$ cat src/exu_pkg.sv
`default_nettype none

package exu_pkg;

   localparam int XLEN = 32;
   localparam int OP_W = 5;
   localparam int SHAMT_W = $clog2(XLEN);

   // imm_sel sits one bit above the operation code
   localparam int USE_IMM_BIT = OP_W;

   localparam int DIV_CYCLES = 32;
   localparam int DIV_CNT_W = $clog2(DIV_CYCLES);

   // arithmetic and logic
   localparam logic [OP_W-1:0] OP_ADD    = 5'd0;
   localparam logic [OP_W-1:0] OP_SUB    = 5'd1;
   localparam logic [OP_W-1:0] OP_AND    = 5'd2;
   localparam logic [OP_W-1:0] OP_OR     = 5'd3;
   localparam logic [OP_W-1:0] OP_XOR    = 5'd4;
   localparam logic [OP_W-1:0] OP_SLL    = 5'd5;
   localparam logic [OP_W-1:0] OP_SRL    = 5'd6;
   localparam logic [OP_W-1:0] OP_SRA    = 5'd7;
   localparam logic [OP_W-1:0] OP_SLT    = 5'd8;
   localparam logic [OP_W-1:0] OP_SLTU   = 5'd9;

   // M extension
   localparam logic [OP_W-1:0] OP_MUL    = 5'd10;
   localparam logic [OP_W-1:0] OP_MULH   = 5'd11;
   localparam logic [OP_W-1:0] OP_MULHSU = 5'd12;
   localparam logic [OP_W-1:0] OP_MULHU  = 5'd13;
   localparam logic [OP_W-1:0] OP_DIV    = 5'd14;
   localparam logic [OP_W-1:0] OP_DIVU   = 5'd15;
   localparam logic [OP_W-1:0] OP_REM    = 5'd16;
   localparam logic [OP_W-1:0] OP_REMU   = 5'd17;

   // upper immediate, address and jumps
   localparam logic [OP_W-1:0] OP_LUI    = 5'd18;
   localparam logic [OP_W-1:0] OP_AUIPC  = 5'd19;
   localparam logic [OP_W-1:0] OP_MEM    = 5'd20;
   localparam logic [OP_W-1:0] OP_JAL    = 5'd21;
   localparam logic [OP_W-1:0] OP_JALR   = 5'd22;

endpackage

`default_nettype wire

$ cat src/exu_issue.sv
`default_nettype none

module exu_issue (
   input  wire                        clk_i,
   input  wire                        rst_i,
   input  wire                        op_valid_i,
   output logic                       op_ready_o,
   input  wire  [exu_pkg::OP_W-1:0]   op_code_i,
   input  wire                        imm_sel_i,
   input  wire  [exu_pkg::XLEN-1:0]   rs1_i,
   input  wire  [exu_pkg::XLEN-1:0]   rs2_i,
   input  wire  [exu_pkg::XLEN-1:0]   imm_i,
   input  wire  [exu_pkg::XLEN-1:0]   pc_i,
   input  wire                        compressed_i,
   input  wire                        wb_ready_i,
   input  wire                        div_busy_i,
   input  wire                        div_done_i,
   output logic                       iss_valid_o,
   output logic                       div_start_o,
   output logic                       alu_take_o,
   output logic [exu_pkg::OP_W-1:0]   iss_code_o,
   output logic [exu_pkg::XLEN-1:0]   iss_a_o,
   output logic [exu_pkg::XLEN-1:0]   iss_b_o,
   output logic [exu_pkg::XLEN-1:0]   iss_pc_o,
   output logic [exu_pkg::XLEN-1:0]   iss_imm_o,
   output logic                       iss_compressed_o
);
   import exu_pkg::*;

   logic [OP_W:0] ctrl;
   logic          valid_q;
   logic          started_q;   // divider already kicked for this entry
   logic          is_div;
   logic          accept;
   logic          release_entry;

   assign ctrl = {imm_sel_i, op_code_i};

   assign is_div = (iss_code_o == OP_DIV) || (iss_code_o == OP_DIVU) ||
                   (iss_code_o == OP_REM) || (iss_code_o == OP_REMU);

   assign alu_take_o    = !is_div;   // entry owned by the alu
   assign release_entry = valid_q && (alu_take_o ? wb_ready_i : div_done_i);
   assign op_ready_o    = !valid_q || release_entry;
   assign accept        = op_valid_i && op_ready_o;
   assign iss_valid_o   = valid_q;

   // writeback must be free now, so it is still free when the quotient lands
   assign div_start_o = valid_q && is_div && !started_q && !div_busy_i && wb_ready_i;

   always_ff @(posedge clk_i) begin
      if (!rst_i) begin
         valid_q   <= 1'b0;
         started_q <= 1'b0;
      end else if (accept) begin
         valid_q   <= 1'b1;
         started_q <= 1'b0;
      end else if (release_entry) begin
         valid_q   <= 1'b0;
      end else if (div_start_o) begin
         started_q <= 1'b1;
      end
   end

   always_ff @(posedge clk_i) begin
      if (accept) begin
         iss_code_o       <= ctrl[OP_W-1:0];
         iss_a_o          <= rs1_i;
         iss_b_o          <= ctrl[USE_IMM_BIT] ? imm_i : rs2_i;
         iss_pc_o         <= pc_i;
         iss_imm_o        <= imm_i;
         iss_compressed_o <= compressed_i;
      end
   end

   // a busy divider always works on the entry that already started it
   a_busy_owned: assert property (@(posedge clk_i) disable iff (!rst_i)
      div_busy_i |-> valid_q && is_div && started_q);

   // a finished division always belongs to the entry still held here
   a_done_owned: assert property (@(posedge clk_i) disable iff (!rst_i)
      div_done_i |-> valid_q && is_div && started_q);

endmodule

`default_nettype wire

$ cat config.mk
export PLATFORM = sky130hd
export DESIGN_NAME = exu_issue
export DESIGN_NICKNAME = d
export VERILOG_FILES = /design/src/exu_pkg.sv /design/src/exu_issue.sv
export SDC_FILE = /design/constraint.sdc
export NUM_CORES = 1
export LEC_CHECK = 0
export ABC_AREA = 0
export ABC_CLOCK_PERIOD_IN_PS = 3900
export CAP_MARGIN = 10
export CORE_ASPECT_RATIO = 1.75
export CORE_MARGIN = 3
export CORE_UTILIZATION = 40
export CTS_BUF_LIST = sky130_fd_sc_hd__clkbuf_8
export DETAILED_ROUTE_END_ITERATION = 8
export DONT_BUFFER_PORTS = 1
export PLACE_DENSITY = 0.59
export SKIP_LAST_GASP = 1
export SYNTH_ARGS = -nofsm -noshare
export SYNTH_HDL_FRONTEND = slang
export SYNTH_SLANG_ARGS = --single-unit
export TNS_END_PERCENT = 20
$ cat constraint.sdc
create_clock -name clk_i -period 3.9 [get_ports clk_i]
set_input_delay 0.78 -clock clk_i [delete_from_list [all_inputs] [get_ports clk_i]]
set_output_delay 0.78 -clock clk_i [all_outputs]
set_load 0.005 [all_outputs]
---- After elaboration in Yosys (flattened, before gate mapping) ----
Index checks and enable logic that the tools add are counted.
storage, ports and cells
  input bits .............................. 141
  memories ................................ 0
  register bits after elaboration ......... 136
  logic and storage cells ................. 35
  output and inout bits ................... 138
  bits in writable memories ............... 0
  bits in latches ......................... 0
  memory bits (read-only) ................. 0
operators by class
  equal/unequal tests ..................... 4
  shift operators ......................... 0
  order comparisons ....................... 0
  multiplexer cells ....................... 4
  $add $sub $neg .......................... 0
  reduce and logical (&&, ||, !) cells .... 17
  bitwise gates (word level) .............. 2
  $mul .................................... 0
  div/mod/pow operators ................... 0
operators with widths
  kind                number
  $mux 32             1
  $eq 5x4->1 const B  2
  $eq 5x5->1 const B  2
  $logic_and 1x1->1   6
  $logic_not 1->1     4
  $logic_or 1x1->1    4
  $mux 1              3
  $not 1->1           2
  $reduce_and 2->1    1
  $reduce_bool 2->1   1
  $reduce_or 2->1     1

---- Logic depth before layout (Yosys ltp) ----
  depth after elaboration ................. 9
  depth in mapped cells ................... 4
  depth with buffers taken out ............ 4

---- Least setup slack after synthesis ----
Ideal clock, no wire load.
  kind .................................... input to register
  from .................................... input port div_done_i
  to ...................................... register iss_a_o[0] in the netlist's numbering (enable)
  arrival time ............................ 3090 ps
  required time ........................... 3464 ps
  path slack .............................. 374 ps
  stages .................................. 4
  library setup time ...................... 436 ps
  path buffers ............................ 0
  path through ............................ and4bb_2 > o21ai_0 > a31o_2 > and2_2
between the ends
  word-level cells in the longest chain between the ends .. 4
ends and longest elaborated chain
  element                 RTL line         text
  start: declaration      exu_issue.sv:17  input wire div_done_i,
  $mux 1                  exu_issue.sv:43  assign release_entry = valid_q && (alu_take_o ? wb_ready_i : div_done_i);
  $logic_and 1x1->1       exu_issue.sv:43
  $logic_or 1x1->1        exu_issue.sv:44  assign op_ready_o = !valid_q || release_entry;
  named net op_ready_o    exu_issue.sv:7   output logic op_ready_o,
  $logic_and 1x1->1       exu_issue.sv:45  assign accept = op_valid_i && op_ready_o;
  named net accept        exu_issue.sv:34  logic accept;
  end signal: assignment  exu_issue.sv:68  iss_a_o <= rs1_i;
  end: declaration        exu_issue.sv:22  output logic [exu_pkg::XLEN-1:0] iss_a_o,
The timed path passes the listed nets, and every way through them passes these cells.
A chain may end at the register's enable or synchronous reset.

---- Worst setup path in the final report ----
  from .................................... register iss_code_o[1] in the netlist's numbering
  to ...................................... output port div_start_o
between the ends
  word-level cells in the longest chain between the ends .. 8
  elaborated cells between the ends (all ways) .. 11
  those cells by class .................... eq/ne: 4; reduce/logical: 7
ends and longest elaborated chain
  element                              RTL line         text
  start: declaration                   exu_issue.sv:21  output logic [exu_pkg::OP_W-1:0] iss_code_o,
  start signal: assignment             exu_issue.sv:67  iss_code_o <= ctrl[OP_W-1:0];
  $eq 5x4->1                           exu_issue.sv:39  assign is_div = (iss_code_o == OP_DIV) || (iss_code_o == OP_DIVU) ||
  $logic_or 1x1->1 (2 in series)       exu_issue.sv:39
  $logic_or 1x1->1 (*)                 exu_issue.sv:40  (iss_code_o == OP_REM) || (iss_code_o == OP_REMU);
  $logic_and 1x1->1 (*) (4 in series)  exu_issue.sv:49  assign div_start_o = valid_q && is_div && !started_q && !div_busy_i && wb_ready_i;
  end: declaration                     exu_issue.sv:19  output logic div_start_o,
Every way passes the cells marked *; elsewhere a longest branch is shown, timed or not.

==> results list <==
- Summing the sequential cell areas from Yosys gives 88.28% of the chip area.
- The tree is rooted in a sky130_fd_sc_hd__clkbuf_8.
- Largest voltage drop on the vdd net: 0.2919 mV
* Power density cells: 571.1 nW/um^2
- Setup slack on the worst reg-to-reg path comes out at 1.40 ns.
- Ratio of cells with drive above 1 in the final layout: 29.33%
* Mean area per synthesized cell: 23.49 sq um
- Ys Warns: 0
- Via total after detailed routing: 1928
- In this run the critical register-to-register path is captured at iss_a_o[28]$_DFFE_PP_.
- Launch point of the worst reg-to-reg path: iss_code_o[1]$_DFFE_PP_
* Type of element capturing the critical path: output port
* Number of clock sinks: 136
- The number of global-route vias before repair came to 2046.
- The max-slew violation count was 0.
- Following the worst setup path forward leads to its endpoint at div_start_o.
* Overall die height: 147.9 microns
* Clock share of power: 36.2%
- Most common cell in the synthesized netlist: sky130_fd_sc_hd__edfxtp_1
- The completed layout was analyzed and its total power is 0.002950 W.
- Max-capacitance violation count: 0
* Post-synthesis instance area: 4603 sq um
- Gates resized during post-CTS repair numbered 0.
* Worst-case headroom to the max-slew limit: 60.22%
* Worst slack, placed: 1.170 ns
- Global routing used 15.41% of the available tracks across all layers.
- Pin placement for this block handled 279 I/O pins.
- Derived from the worst setup path, the maximum achievable clock frequency is 386.7 MHz.
- Weighted congestion reported at the end of routability-driven placement: 0.7372
- The run finished with clean final reports.
* Worst R2R Path Depth: 5
- Count of unresolved DRC violations after routing: 0
* Number of port buffers: 0
* Number of synthesized register bits: 136
- The most critical setup path has its startpoint at iss_code_o[1]$_DFFE_PP_.
- Worst setup path class: reg -> out
* Initial core utilization: 41.22%
- After the first detailed-routing iteration, the DRC count stood at 71.
- Setup TNS Final: 0 ns
- The finished layout holds 359 standard cells, fillers aside.
* Clock transition at the register clock pins on the worst setup and hold paths after CTS: 0.07 ns
- Setup repair after global routing left no endpoint under its margin.
- Critical path peak fanout: 8
* Number of buffers added by the clock tree synthesis step: 17
- Cell internal power was estimated by the tool at 0.002325 W.
- The commonest cells after synthesis are sky130_fd_sc_hd__edfxtp_1 (134), sky130_fd_sc_hd__mux2_2 (32), sky130_fd_sc_hd__inv_1 (5), sky130_fd_sc_hd__nor2_1 (4), sky130_fd_sc_hd__buf_2 (3).
- The first detailed-routing pass ran for 4 iterations.
- Static leakage: 1.707 nW
* Average wire length per cell after detail routing: 27.91 microns
- Share of the synthesized area in the top cell type: 87.42%
- The number of hold buffers added after CTS was 0.
- Top cells by area in the synthesized netlist: sky130_fd_sc_hd__edfxtp_1 (87%), sky130_fd_sc_hd__mux2_2 (7.8%), sky130_fd_sc_hd__dfxtp_1 (0.87%), sky130_fd_sc_hd__inv_1 (0.41%), sky130_fd_sc_hd__buf_2 (0.33%)
* Relative area change from synthesis to final layout: 12.20%
- In the finished design, the share of the clock period the worst path needs comes to 66.31%.
- sky130_fd_sc_hd__edfxtp_1 takes more of the synthesized area than any other cell.
- Fraction of synthesis flops using an asynchronous set or reset pin: 0%
- No sink is reached through more buffers than the 2 on the longest clock path.
* Final Critical Period: 2.586 ns
- DR vias/cell: 5.370
- The final layout contains 354 nets.
* Clock tree from TritonCTS: built
- Largest net degree at the start of global routing: 54
- The final-report hold violation count came to 0.
- The analysis attributes to net switching a power of 0.0006250 W.
- The floorplan step defined a die boundary enclosing 12880 sq um.
- Of the total power, registers draw 60.8%.
- DRT antenna net count: 0
- Grt total ovfl: 0
- Min setup slack post-route: 1.314 ns
- The path class of the tightest hold or removal check is in -> reg.
- Kind of start point of the critical path: flop
- Leading register cell type out of synthesis: sky130_fd_sc_hd__edfxtp_1
- Detailed placement finished with a half-perimeter wire length of 7.478 mm.
- Counting every net in the synthesized netlist gives 337.
* Critical path data arrival time: 1.81 ns
- Switching Fraction: 21.19%
- Yosys cell types: 20
- After floorplanning, the core was divided into 51 placement rows.
- Area inside the core boundary: 11170 sq um
- For the pin with the worst max-slew slack, the measured transition is 0.5966 ns.
- In this run the number of H-tree levels came out at 4.
* Combinational fraction of design power: 3.0%
- STA puts the critical path data required time at 3.12 ns.
- Setup violations remaining at the end of the flow were counted as 0.
- Counting tap cells, the placed design contains a total of 326 instances.
* Skew-Pair Late Insertion Delay: 0.42 ns
* Synthesized instance count: 196
* Number of enable flip-flop cells after synthesis: 134
- First-pass GRT wire length: 13.58 mm
- Summed over all layers, the routed wires come to 10.02 mm.
- From left edge to right edge, the die measures 87.09 microns.
- Number of post-CTS setup repair buffers: 0
* Skew final: 0.01135 ns
- The number of antenna violations at the first check in global routing was 3.
## layer usage
layer	global-route usage, %	wire length [microns]	vias to the layer above
li1	-	-	815
met1	14.73	3134	955
met2	26.14	5737	138
met3	7.641	897	18
met4	8.679	235	2
met5	0	14	-
## state kept, by name, indices dropped and copies added, names as in the netlist
signal / cells
iss_b_o: 32
iss_code_o: 5
iss_a_o: 32
iss_pc_o: 32
iss_compressed_o: 1
iss_valid_o: 1
iss_imm_o: 32
started_q: 1
## worst min-delay path by stage
stage | startpoint | to | slack (ns) | cells past startpoint
global placement | started_q$_SDFFE_PP0P_ | started_q$_SDFFE_PP0P_ | 0.46 | 2
CTS | op_valid_i | started_q$_SDFFE_PP0P_ | 0.41 | 1
finish | op_valid_i | started_q$_SDFFE_PP0P_ | 0.44 | 1
floorplan | started_q$_SDFFE_PP0P_ | started_q$_SDFFE_PP0P_ | 0.45 | 2
global route | imm_i[31] | iss_imm_o[31]$_DFFE_PP_ | 0.40 | 0
detailed placement | started_q$_SDFFE_PP0P_ | started_q$_SDFFE_PP0P_ | 0.47 | 2
## worst max-delay path: stages, from the launching register on
cell and delay [ns]:
sky130_fd_sc_hd__edfxtp_1 0.49, sky130_fd_sc_hd__nor4b_1 0.55, sky130_fd_sc_hd__o2111ai_1 0.24, sky130_fd_sc_hd__inv_1 0.11
## power groups by stage
stage / clock [W] / combinational [W] / sequential [W]
after floorplan: 0 / 0.0000709 / 0.00180
after global placement: 0 / 0.0000864 / 0.00183
after detailed placement: 0 / 0.0000895 / 0.00183
after CTS: 0.00111 / 0.0000895 / 0.00180
after global routing: 0.00117 / 0.0000976 / 0.00180
final: 0.00107 / 0.0000878 / 0.00179
## logic make-up (layout without fill, tap and decap cells)
family,count (synthesis),count (layout),synth area share [%]
AND/OR/NAND/NOR,12,12,1.848
buffers and inverters,9,38,0.8153
AO/OA/AOI/OAI,7,7,1.223
other,0,2,0
flip-flops,136,136,88.28
multiplexers,32,32,7.828
## final cells by class
class | instances | area (sq um)
Fill cell | 915 | 6002
Multi-Input combinational cell | 51 | 503.0
Clock buffer | 17 | 234.0
Inverter | 5 | 18.77
Tap cell | 132 | 165.2
Antenna cell | 2 | 5.005
Sequential cell | 136 | 4064
Timing Repair Buffer | 2 | 40.04
Clock inverter | 14 | 135.1
## metrics by stage
stage	utilization, %	hold WS, ns	instance area (sq um)
6_report	46.25	0.4438	5165
5_1_grt	46.25	0.4037	5165
4_1_cts	46.21	0.4055	5160
3_5_place_dp	42.90	0.4664	4791
3_3_place_gp	42.90	0.4583	4791
2_1_floorplan	-	0.4468	4603
## layout by cell type, fill, tap and decap left out, types with 2 or more instances in the layout
cell type                    netlist  routed
sky130_fd_sc_hd__edfxtp_1        134     134
sky130_fd_sc_hd__mux2_2           32      32
sky130_fd_sc_hd__clkbuf_8          0      17
sky130_fd_sc_hd__inv_1             5       6
sky130_fd_sc_hd__nor2_1            4       4
sky130_fd_sc_hd__clkinv_4          0       3
sky130_fd_sc_hd__clkinv_1          0       3
sky130_fd_sc_hd__diode_2           0       2
sky130_fd_sc_hd__nor3b_1           2       2
sky130_fd_sc_hd__a21oi_1           2       2
sky130_fd_sc_hd__clkinvlp_4        0       2
sky130_fd_sc_hd__bufinv_16         0       2
sky130_fd_sc_hd__clkinv_2          0       2
sky130_fd_sc_hd__dfxtp_1           2       2
sky130_fd_sc_hd__buf_12            0       2
No activity file was read; power rests on OpenSTA's default activity.
