===== src/exu_pkg.sv =====
`default_nettype none

package exu_pkg;

   localparam int XLEN = 32;
   localparam int OP_W = 5;
   localparam int SHAMT_W = $clog2(XLEN);

   // imm_sel sits one bit above the operation code
   localparam int USE_IMM_BIT = OP_W;

   localparam int DIV_CYCLES = 32;
   localparam int DIV_CNT_W = $clog2(DIV_CYCLES);

   // arithmetic and logic
   localparam logic [OP_W-1:0] OP_ADD    = 5'd0;
   localparam logic [OP_W-1:0] OP_SUB    = 5'd1;
   localparam logic [OP_W-1:0] OP_AND    = 5'd2;
   localparam logic [OP_W-1:0] OP_OR     = 5'd3;
   localparam logic [OP_W-1:0] OP_XOR    = 5'd4;
   localparam logic [OP_W-1:0] OP_SLL    = 5'd5;
   localparam logic [OP_W-1:0] OP_SRL    = 5'd6;
   localparam logic [OP_W-1:0] OP_SRA    = 5'd7;
   localparam logic [OP_W-1:0] OP_SLT    = 5'd8;
   localparam logic [OP_W-1:0] OP_SLTU   = 5'd9;

   // M extension
   localparam logic [OP_W-1:0] OP_MUL    = 5'd10;
   localparam logic [OP_W-1:0] OP_MULH   = 5'd11;
   localparam logic [OP_W-1:0] OP_MULHSU = 5'd12;
   localparam logic [OP_W-1:0] OP_MULHU  = 5'd13;
   localparam logic [OP_W-1:0] OP_DIV    = 5'd14;
   localparam logic [OP_W-1:0] OP_DIVU   = 5'd15;
   localparam logic [OP_W-1:0] OP_REM    = 5'd16;
   localparam logic [OP_W-1:0] OP_REMU   = 5'd17;

   // upper immediate, address and jumps
   localparam logic [OP_W-1:0] OP_LUI    = 5'd18;
   localparam logic [OP_W-1:0] OP_AUIPC  = 5'd19;
   localparam logic [OP_W-1:0] OP_MEM    = 5'd20;
   localparam logic [OP_W-1:0] OP_JAL    = 5'd21;
   localparam logic [OP_W-1:0] OP_JALR   = 5'd22;

endpackage

`default_nettype wire


===== src/exu_writeback.sv =====
`default_nettype none

module exu_writeback (
   input  wire                        clk_i,
   input  wire                        rst_i,
   input  wire                        in_valid_i,
   input  wire  [exu_pkg::XLEN-1:0]   in_data_i,
   input  wire                        in_jmp_valid_i,
   input  wire  [exu_pkg::XLEN-1:0]   in_jmp_target_i,
   output logic                       in_ready_o,
   output logic                       res_valid_o,
   input  wire                        res_ready_i,
   output logic [exu_pkg::XLEN-1:0]   res_data_o,
   output logic                       jump_valid_o,
   output logic [exu_pkg::XLEN-1:0]   jump_target_o
);
   logic full_q;
   logic jv_q;
   logic load;

   assign in_ready_o = !full_q || res_ready_i;   // free, or drained this cycle
   assign load       = in_valid_i && in_ready_o;

   always_ff @(posedge clk_i) begin
      if (!rst_i) begin
         full_q <= 1'b0;
         jv_q   <= 1'b0;
      end else if (load) begin
         full_q <= 1'b1;
         jv_q   <= in_jmp_valid_i;
      end else if (res_ready_i) begin
         full_q <= 1'b0;
         jv_q   <= 1'b0;
      end
   end

   always_ff @(posedge clk_i) begin
      if (load) begin
         res_data_o    <= in_data_i;
         jump_target_o <= in_jmp_target_i;
      end
   end

   assign res_valid_o  = full_q;
   assign jump_valid_o = jv_q;

   a_hold: assert property (@(posedge clk_i) disable iff (!rst_i)
      res_valid_o && !res_ready_i |=> res_valid_o && $stable(res_data_o) &&
                                      $stable(jump_valid_o) && $stable(jump_target_o));

endmodule

`default_nettype wire


===== config.mk =====
export PLATFORM = sky130hd
export DESIGN_NAME = exu_writeback
export DESIGN_NICKNAME = d
export VERILOG_FILES = /design/src/exu_pkg.sv /design/src/exu_writeback.sv
export SDC_FILE = /design/constraint.sdc
export NUM_CORES = 1
export LEC_CHECK = 0
export BUFFER_PORTS_ARGS = -buffer_cell sky130_fd_sc_hd__buf_2
export CORE_ASPECT_RATIO = 1.2
export CORE_MARGIN = 1
export CORE_UTILIZATION = 41
export DETAILED_ROUTE_END_ITERATION = 6
export PLACE_DENSITY = 0.86
export SYNTH_ARGS = -nofsm -noshare
export SYNTH_HDL_FRONTEND = slang
export SYNTH_SLANG_ARGS = --single-unit

===== constraint.sdc =====
create_clock -name clk_i -period 6.25 [get_ports clk_i]
set_input_delay 0.9375 -clock clk_i [delete_from_list [all_inputs] [get_ports clk_i]]
set_output_delay 0.9375 -clock clk_i [all_outputs]
set_load 0.01 [all_outputs]

# Word-level counts from Yosys, hierarchy flattened
# Cells that the tools add are included.
# totals
out_inout_bits	67
register_bits	66
input_bits	69
word_cells	11
# op_classes
n_mux	3
n_reduce_logical	4
# ops
cell	count
$mux W1	3
$reduce_bool A2 Y1	1
$logic_and A1 B1 Y1	1
$logic_not A1 Y1	1
$logic_or A1 B1 Y1	1

# Longest topological paths before layout
# Gate-level depths: netlist (run 1).
# depth
depth_word	4
ltp_mapped	3
depth_no_buf	3

# Worst setup path after synthesis (run 1)
# Ideal clock, no wire load.
# synth_path
path_type	input port to flip-flop
start	in res_ready_i
end	reg jump_target_o[0] (netlist name), enable pin
setup_time_ps	507
path_buffers	0
arrival_time_ps	4109
path_stages	2
slack_ps	1633
t_required_ps	5743
cell_sequence	inv_1 a21oi_1
# synth_via
elab_chain_len	2
# synth_rtl
element	line	rtl
start, declared	exu_writeback.sv:12	input wire res_ready_i,
$logic_or A1 B1 Y1	exu_writeback.sv:21	assign in_ready_o = !full_q || res_ready_i;
$logic_and A1 B1 Y1	exu_writeback.sv:22	assign load = in_valid_i && in_ready_o;
net load	exu_writeback.sv:19	logic load;
end signal, assigned	exu_writeback.sv:40	jump_target_o <= in_jmp_target_i;
end, declared	exu_writeback.sv:15	output logic [exu_pkg::XLEN-1:0] jump_target_o
# The timed path passes the listed nets, and every way through them passes these cells.
# A chain may end at the register's enable or synchronous reset.

# Worst setup path after layout (run 1)
# layout_path
start	in res_ready_i
end	reg jump_target_o[22] (netlist name), enable pin
# The elaborated chain is that of the path after synthesis.

==> metrics.txt, run 1 <==
# TYPE chip_impl_metric gauge
chip_impl_metric{name="count_of_final_hold_check_violations",unit=""} 0
chip_impl_metric{name="fp-row-count",unit=""} 27
chip_impl_metric{name="numClockSinks",unit=""} 66
chip_impl_info{name="crit_path_start_kind",value="primary input"} 1
chip_impl_info{name="cts_root_buffer",value="sky130_fd_sc_hd__clkbuf_8"} 1
chip_impl_metric{name="preCtsSetupSlack",unit="ps"} 3480
chip_impl_metric{name="design.portCount",unit=""} 136
chip_impl_metric{name="antennaDiodeCount",unit=""} 0
chip_impl_metric{name="final_cells",unit=""} 284
chip_impl_metric{name="drive_gt1_frac",unit=""} 0.677
chip_impl_metric{name="grt.met3_usage",unit=""} 0.0905
chip_impl_metric{name="detail_route.wl_per_cell",unit="um"} 14.3
chip_impl_info{name="grt_setup_unrepaired",value="no"} 1
chip_impl_metric{name="die_area",unit="sq um"} 5210
chip_impl_metric{name="initial_core_util",unit=""} 0.433
chip_impl_metric{name="gr-total-overflow",unit=""} 0
chip_impl_metric{name="seq_area",unit="sq um"} 1960
chip_impl_info{name="tritoncts_clock_tree",value="built"} 1
chip_impl_metric{name="max_cap_violations",unit=""} 0
chip_impl_metric{name="die_height",unit="um"} 78.9
chip_impl_metric{name="area_used_by_multi_input_combinational_logic",unit="sq um"} 62.6
chip_impl_metric{name="areaGrowthSynthToFinish",unit="%"} 45.9
chip_impl_metric{name="synth.cell_area",unit="sq um"} 2020
chip_impl_metric{name="cellLeakagePower",unit="nW"} 1.28
chip_impl_metric{name="setup_ws",unit="ps"} 3850
chip_impl_metric{name="violation_count_after_the_first_detailed_routing_iteration",unit=""} 34
chip_impl_metric{name="period_needed",unit="ps"} 2400
chip_impl_metric{name="via_count",unit=""} 1268
chip_impl_metric{name="gr_met2_demand_resource",unit=""} 0.255
chip_impl_metric{name="clock_latency",unit="ps"} 320
chip_impl_metric{name="yosys_warnings",unit=""} 0
chip_impl_metric{name="wire_length_of_the_first_global_routing_pass",unit="um"} 5840
chip_impl_metric{name="post-route-period-util",unit=""} 0.384
chip_impl_metric{name="drtPass1Iterations",unit=""} 4
chip_impl_metric{name="cts_htree_levels",unit=""} 3
chip_impl_metric{name="worstPathMaxFanout",unit=""} 33
chip_impl_metric{name="post_cts.repair.setup_buffers",unit=""} 0
chip_impl_metric{name="synth_cells",unit=""} 74
chip_impl_metric{name="core_area",unit="sq um"} 4660
chip_impl_metric{name="dp_cells",unit=""} 268
chip_impl_metric{name="fill_cells",unit=""} 363
chip_impl_info{name="layout_common_cells",value="135 x sky130_fd_sc_hd__buf_2, 64 x sky130_fd_sc_hd__edfxtp_1, 9 x sky130_fd_sc_hd__clkbuf_8"} 1
chip_impl_metric{name="place.gp.congestion",unit=""} 0.721
chip_impl_metric{name="vdd.ir_drop.worst",unit="mV"} 0.259
chip_impl_info{name="endpoint_kind",value="flop"} 1
chip_impl_metric{name="synth.yosys.seq_area_share",unit=""} 0.971
chip_impl_metric{name="cts-root-to-sink-buffers",unit=""} 2
chip_impl_metric{name="detail_route.wirelength",unit="um"} 4050
chip_impl_info{name="final_common_cell",value="sky130_fd_sc_hd__buf_2"} 1
chip_impl_metric{name="worst-endpoint-arrival",unit="ps"} 2380
chip_impl_metric{name="grt.total_usage",unit=""} 0.160
chip_impl_metric{name="grt_util_met1",unit=""} 0.169
chip_impl_metric{name="fin_tns_setup",unit="ps"} 0
chip_impl_info{name="critPathKind",value="primary input to flop"} 1
chip_impl_metric{name="setup_violations",unit=""} 0
chip_impl_metric{name="post_cts_resized",unit=""} 0
chip_impl_metric{name="drc_viols",unit=""} 0
chip_impl_metric{name="final_antenna_net_count",unit=""} 0
chip_impl_info{name="kind_of_path_behind_the_tightest_hold_check",value="flop to flop"} 1
chip_impl_metric{name="clk_pin_slew",unit="ps"} 60
chip_impl_metric{name="power.density",unit="nW/um^2"} 299
chip_impl_metric{name="synth_seq_cells",unit=""} 66
chip_impl_metric{name="number_of_cts_inserted_buffers",unit=""} 9
chip_impl_metric{name="via_count_of_the_first_global_routing_pass",unit=""} 1301
chip_impl_metric{name="buffer_ports.inserted",unit=""} 135
chip_impl_metric{name="die_width",unit="um"} 66.1
chip_impl_metric{name="critPathRequiredTime",unit="ps"} 6230
chip_impl_info{name="grt_most_used_layer",value="met2"} 1
chip_impl_metric{name="fmaxAchievable",unit="MHz"} 417
chip_impl_metric{name="max_slew.worst_pin.slew",unit="ps"} 960
chip_impl_metric{name="fin_nets",unit=""} 290
chip_impl_metric{name="antenna_violations_before_repair",unit=""} 0
chip_impl_metric{name="final_max_slew_viol_count",unit=""} 0
chip_impl_metric{name="vias_per_cell",unit=""} 4.46
chip_impl_metric{name="syn_area_per_cell",unit="sq um"} 27.3
chip_impl_metric{name="final_util",unit=""} 0.633
chip_impl_metric{name="cts_hold_buffers",unit=""} 0
chip_impl_metric{name="skew",unit="ps"} 7.45
chip_impl_info{name="run_status",value="complete, no violations"} 1
chip_impl_metric{name="pin_count_of_the_biggest_net_entering_global_routing",unit=""} 34
chip_impl_metric{name="syn_nets",unit=""} 143
chip_impl_metric{name="maxSlewHeadroom",unit=""} 0.359
chip_impl_metric{name="yosys.cell_types.count",unit=""} 9
-- area by class of cell --
class / instances / area share
clock buffers: 10 / 0.0433
multi-input cells: 6 / 0.0212
repair buffers: 136 / 0.232
well taps: 58 / 0.0246
inverters: 2 / 0.00255
flip-flops and latches: 66 / 0.665
clock inverters: 6 / 0.0115
-- cells by family (layout without fill, tap and decap cells) --
logic type             count (synthesis)  in the layout  synth area share
and+or+nand+nor                        2              2            0.0118
DFF                                   66             66             0.971
AOI/OAI and AO/OA                      4              4            0.0136
buffers and inverters                  2            154           0.00372
-- metrics by stage --
stage / hold slack, ps / power (mW) / instance area (sq um)
after floorplan: 507 / 0.559 / 2020
after global placement: 476 / 0.602 / 2790
after detailed placement: 507 / 0.605 / 2790
after CTS: 514 / 0.892 / 2950
after global routing: 540 / 0.912 / 2950
final: 508 / 0.881 / 2950
-- state kept, by name, summed over array words and instances, names as in the netlist --
register       flops
res_data_o        32
jump_valid_o       1
jump_target_o     32
res_valid_o        1
-- per-layer routing --
metal  wire length, um  up-vias
li1                  -      588
met1              1450      568
met2              1900      100
met3               603       12
met4                90        0
met5                 0        -
-- critical path, cell delays in order --
cell and delay, ps:
sky130_fd_sc_hd__buf_2 90, sky130_fd_sc_hd__inv_1 70, sky130_fd_sc_hd__a21oi_4 760, sky130_fd_sc_hd__buf_4 510
-- power by group --
| part | leakage [nW] | switching [mW] | internal (mW) |
|---|---|---|---|
| Sequential | 0.636 | 0.00634 | 0.516 |
| Combinational | 0.567 | 0.0394 | 0.0327 |
| Clock | 0.0795 | 0.146 | 0.140 |
| Total | 1.28 | 0.192 | 0.689 |
-- synth_stat cells --
cell,count,area share
sky130_fd_sc_hd__edfxtp_1,64,0.95
sky130_fd_sc_hd__nand3_2,1,0.0050
sky130_fd_sc_hd__a21boi_1,1,0.0037
sky130_fd_sc_hd__a21boi_0,1,0.0037
sky130_fd_sc_hd__nand2b_4,1,0.0068
sky130_fd_sc_hd__a21oi_1,1,0.0025
sky130_fd_sc_hd__inv_1,2,0.0037
sky130_fd_sc_hd__o211ai_1,1,0.0037
sky130_fd_sc_hd__dfxtp_1,2,0.020
-- worst paths after layout --
| path | from | to | slack (ps) | depth (start not counted) |
|---|---|---|---|---|
| max | res_ready_i | jump_target_o[22]$_DFFE_PP_ | 3850 | 4 |
| min | jump_valid_o$_SDFFE_PN0P_ | jump_valid_o$_SDFFE_PN0P_ | 510 | 2 |
| max reg2reg | res_valid_o$_SDFFE_PN0P_ | jump_target_o[22]$_DFFE_PP_ | 4220 | 2 |
| min reg2reg | jump_valid_o$_SDFFE_PN0P_ | jump_valid_o$_SDFFE_PN0P_ | 510 | 2 |
Power figures use the tool's default switching activity.
==> inputs of run 2 (changes only) <==
--- a/config.mk
+++ b/config.mk
@@ -8,9 +8,9 @@
 export BUFFER_PORTS_ARGS = -buffer_cell sky130_fd_sc_hd__buf_2
 export CORE_ASPECT_RATIO = 1.2
 export CORE_MARGIN = 1
-export CORE_UTILIZATION = 41
+export CORE_UTILIZATION = 37
 export DETAILED_ROUTE_END_ITERATION = 6
-export PLACE_DENSITY = 0.86
+export PLACE_DENSITY = 0.82
 export SYNTH_ARGS = -nofsm -noshare
 export SYNTH_HDL_FRONTEND = slang
 export SYNTH_SLANG_ARGS = --single-unit
==> constraint.sdc (replaced) <==
create_clock -name clk_i -period 2.1 [get_ports clk_i]
set_input_delay 0.315 -clock clk_i [delete_from_list [all_inputs] [get_ports clk_i]]
set_output_delay 0.315 -clock clk_i [all_outputs]
set_load 0.01 [all_outputs]
==> metrics.txt, run 2 (synthesized netlist as in run 1, its figures left out) <==
# TYPE chip_impl_metric gauge
chip_impl_info{name="run_status",value="complete, no violations"} 1
chip_impl_metric{name="cts-root-to-sink-buffers",unit=""} 2
chip_impl_metric{name="worst-path-buf-inv",unit=""} 1
chip_impl_metric{name="worst-endpoint-arrival",unit="ps"} 1010
chip_impl_metric{name="skew",unit="ps"} 8.36
chip_impl_metric{name="maxSlewHeadroom",unit=""} 0.779
chip_impl_metric{name="clk_pin_slew",unit="ps"} 60
chip_impl_metric{name="die_width",unit="um"} 69.5
chip_impl_metric{name="timing.critical_path.slowest_cell_delay",unit="ps"} 450
chip_impl_metric{name="post_dp_cell_area",unit="sq um"} 2810
chip_impl_info{name="grt_setup_unrepaired",value="no"} 1
chip_impl_metric{name="die_height",unit="um"} 83.0
chip_impl_info{name="kind_of_path_behind_the_tightest_hold_check",value="primary input to flop"} 1
chip_impl_metric{name="critPathRequiredTime",unit="ps"} 1780
chip_impl_metric{name="antennaDiodeCount",unit=""} 0
chip_impl_info{name="largest_registers",value="jump_target_o (32), res_data_o (32)"} 1
chip_impl_metric{name="die_area",unit="sq um"} 5760
chip_impl_metric{name="power.switching_fraction",unit=""} 0.214
chip_impl_metric{name="pin_count_of_the_biggest_net_entering_global_routing",unit=""} 65
chip_impl_metric{name="fin_hold_ws",unit="ps"} 155
chip_impl_metric{name="cellLeakagePower",unit="nW"} 1.29
chip_impl_metric{name="via_count",unit=""} 1220
chip_impl_metric{name="clock_latency",unit="ps"} 330
chip_impl_metric{name="power.density",unit="nW/um^2"} 881
chip_impl_info{name="tritoncts_clock_tree",value="built"} 1
chip_impl_metric{name="fp-row-count",unit=""} 29
chip_impl_metric{name="core_area",unit="sq um"} 5260
chip_impl_metric{name="gr-total-overflow",unit=""} 0
chip_impl_metric{name="cell_internal_pwr",unit="mW"} 2.05
chip_impl_metric{name="vdd.ir_drop.worst",unit="mV"} 0.521
chip_impl_metric{name="power_total",unit="mW"} 2.60
chip_impl_info{name="endpoint_kind",value="output pin"} 1
chip_impl_metric{name="antenna_violations_before_repair",unit=""} 0
chip_impl_info{name="critPathSlowestCell",value="sky130_fd_sc_hd__dfxtp_1"} 1
chip_impl_metric{name="power.combinational.fraction",unit=""} 0.083
chip_impl_metric{name="postLayoutCellArea",unit="sq um"} 2960
chip_impl_metric{name="via_count_of_the_first_global_routing_pass",unit=""} 1216
chip_impl_metric{name="design.portCount",unit=""} 136
chip_impl_metric{name="fin_tns_setup",unit="ps"} 0
chip_impl_metric{name="count_of_final_hold_check_violations",unit=""} 0
chip_impl_metric{name="initial_core_util",unit=""} 0.384
chip_impl_metric{name="areaGrowthSynthToFinish",unit="%"} 46.4
chip_impl_info{name="critPathKind",value="flop to output pin"} 1
chip_impl_metric{name="final_antenna_net_count",unit=""} 0
chip_impl_info{name="cts_root_buffer",value="sky130_fd_sc_hd__clkbuf_8"} 1
chip_impl_metric{name="net-switching-power",unit="uW"} 556
chip_impl_info{name="critPathTopFamily",value="flip-flops"} 1
chip_impl_metric{name="grt.total_usage",unit=""} 0.137
chip_impl_metric{name="numClockSinks",unit=""} 66
chip_impl_metric{name="cts_hold_buffers",unit=""} 0
chip_impl_metric{name="post_cts.repair.setup_buffers",unit=""} 0
chip_impl_metric{name="fmaxAchievable",unit="MHz"} 757
chip_impl_info{name="layout_common_cells",value="135 x sky130_fd_sc_hd__buf_2, 64 x sky130_fd_sc_hd__edfxtp_1, 9 x sky130_fd_sc_hd__clkbuf_8"} 1
chip_impl_metric{name="post_cts_resized",unit=""} 0
chip_impl_metric{name="worstPathMaxFanout",unit=""} 4
chip_impl_info{name="setup.worst_path.start",value="res_valid_o$_SDFFE_PN0P_"} 1
chip_impl_info{name="final_common_cell",value="sky130_fd_sc_hd__buf_2"} 1
chip_impl_metric{name="cts_htree_levels",unit=""} 3
chip_impl_metric{name="number_of_cts_inserted_buffers",unit=""} 9
chip_impl_metric{name="post-route-period-util",unit=""} 0.629
chip_impl_metric{name="drive_gt1_frac",unit=""} 0.664
chip_impl_info{name="worstHoldStart",value="in_jmp_target_i[12]"} 1
chip_impl_metric{name="max_cap_violations",unit=""} 0
chip_impl_metric{name="final_util",unit=""} 0.562
chip_impl_metric{name="detail_route.wirelength",unit="um"} 3810
chip_impl_info{name="crit-reg2reg-launch",value="res_valid_o$_SDFFE_PN0P_"} 1
chip_impl_info{name="crit_path_start_kind",value="flop"} 1
chip_impl_metric{name="wire_length_of_the_first_global_routing_pass",unit="um"} 5580
chip_impl_metric{name="period_needed",unit="ps"} 1320
chip_impl_metric{name="fin_nets",unit=""} 290
chip_impl_metric{name="vias_per_cell",unit=""} 4.24
chip_impl_metric{name="fill_cells",unit=""} 430
chip_impl_metric{name="setup_violations",unit=""} 0
chip_impl_metric{name="place.gp.congestion",unit=""} 0.724
chip_impl_metric{name="reg2reg_setup_slack",unit="ps"} 880
chip_impl_metric{name="violation_count_after_the_first_detailed_routing_iteration",unit=""} 77
chip_impl_metric{name="power.share.clock",unit=""} 0.321
chip_impl_metric{name="buffer_ports.inserted",unit=""} 135
chip_impl_metric{name="drc_viols",unit=""} 0
chip_impl_info{name="timing.critical_path.cells",value="nand2b_4, buf_2"} 1
chip_impl_metric{name="drtPass1Iterations",unit=""} 4
chip_impl_metric{name="power.share.sequential",unit=""} 0.597
chip_impl_metric{name="max_slew.worst_pin.slew",unit="ps"} 331
chip_impl_metric{name="detail_route.wl_per_cell",unit="um"} 13.2
chip_impl_metric{name="final_max_slew_viol_count",unit=""} 0
-- run 2: cell types whose count changed in the layout (fill, tap and decap cells not counted), sizes merged --
cell	previous run	this run
clkinvlp	2	0
clkinv	4	5
clkbuf	10	11
-- run 2: path summary, 6_finish.rpt --
check,endpoint,depth (start not counted)
setup / recovery,in_ready_o,2
hold reg to reg,jump_valid_o$_SDFFE_PN0P_,2
hold / removal,jump_target_o[12]$_DFFE_PP_,1
setup reg to reg,res_data_o[11]$_DFFE_PP_,2
-- run 2: metal layers --
metal	GRT usage	share of wire
met4	0.0891	0.028
met5	0	0
met1	0.146	0.37
met3	0.0886	0.12
met2	0.199	0.48
-- run 2: area by class of cell --
type	count	area, sq um	area share
Clock buffer	11	131	0.0444
Clock inverter	5	21.3	0.00719
Inverter	2	7.51	0.00254
Multi-Input combinational cell	6	62.6	0.0212
Sequential cell	66	1960	0.663
Tap cell	62	77.6	0.0262
Timing Repair Buffer	136	696	0.235
-- run 2: power by group through the flow --
| stage | logic [mW] | clock network, mW | registers, mW |
|---|---|---|---|
| final | 0.216 | 0.835 | 1.55 |
| after floorplan | 0.0307 | 0 | 1.63 |
| after global routing | 0.233 | 0.917 | 1.56 |
| after detailed placement | 0.219 | 0 | 1.58 |
| after CTS | 0.219 | 0.871 | 1.56 |
| after global placement | 0.214 | 0 | 1.58 |
-- run 2: stage by stage --
step / cells / setup WS [ps]
global route: 288 / 717
floorplan: 74 / 165
CTS: 288 / 748
global placement: 272 / 804
detailed placement: 272 / 774
finish: 288 / 779
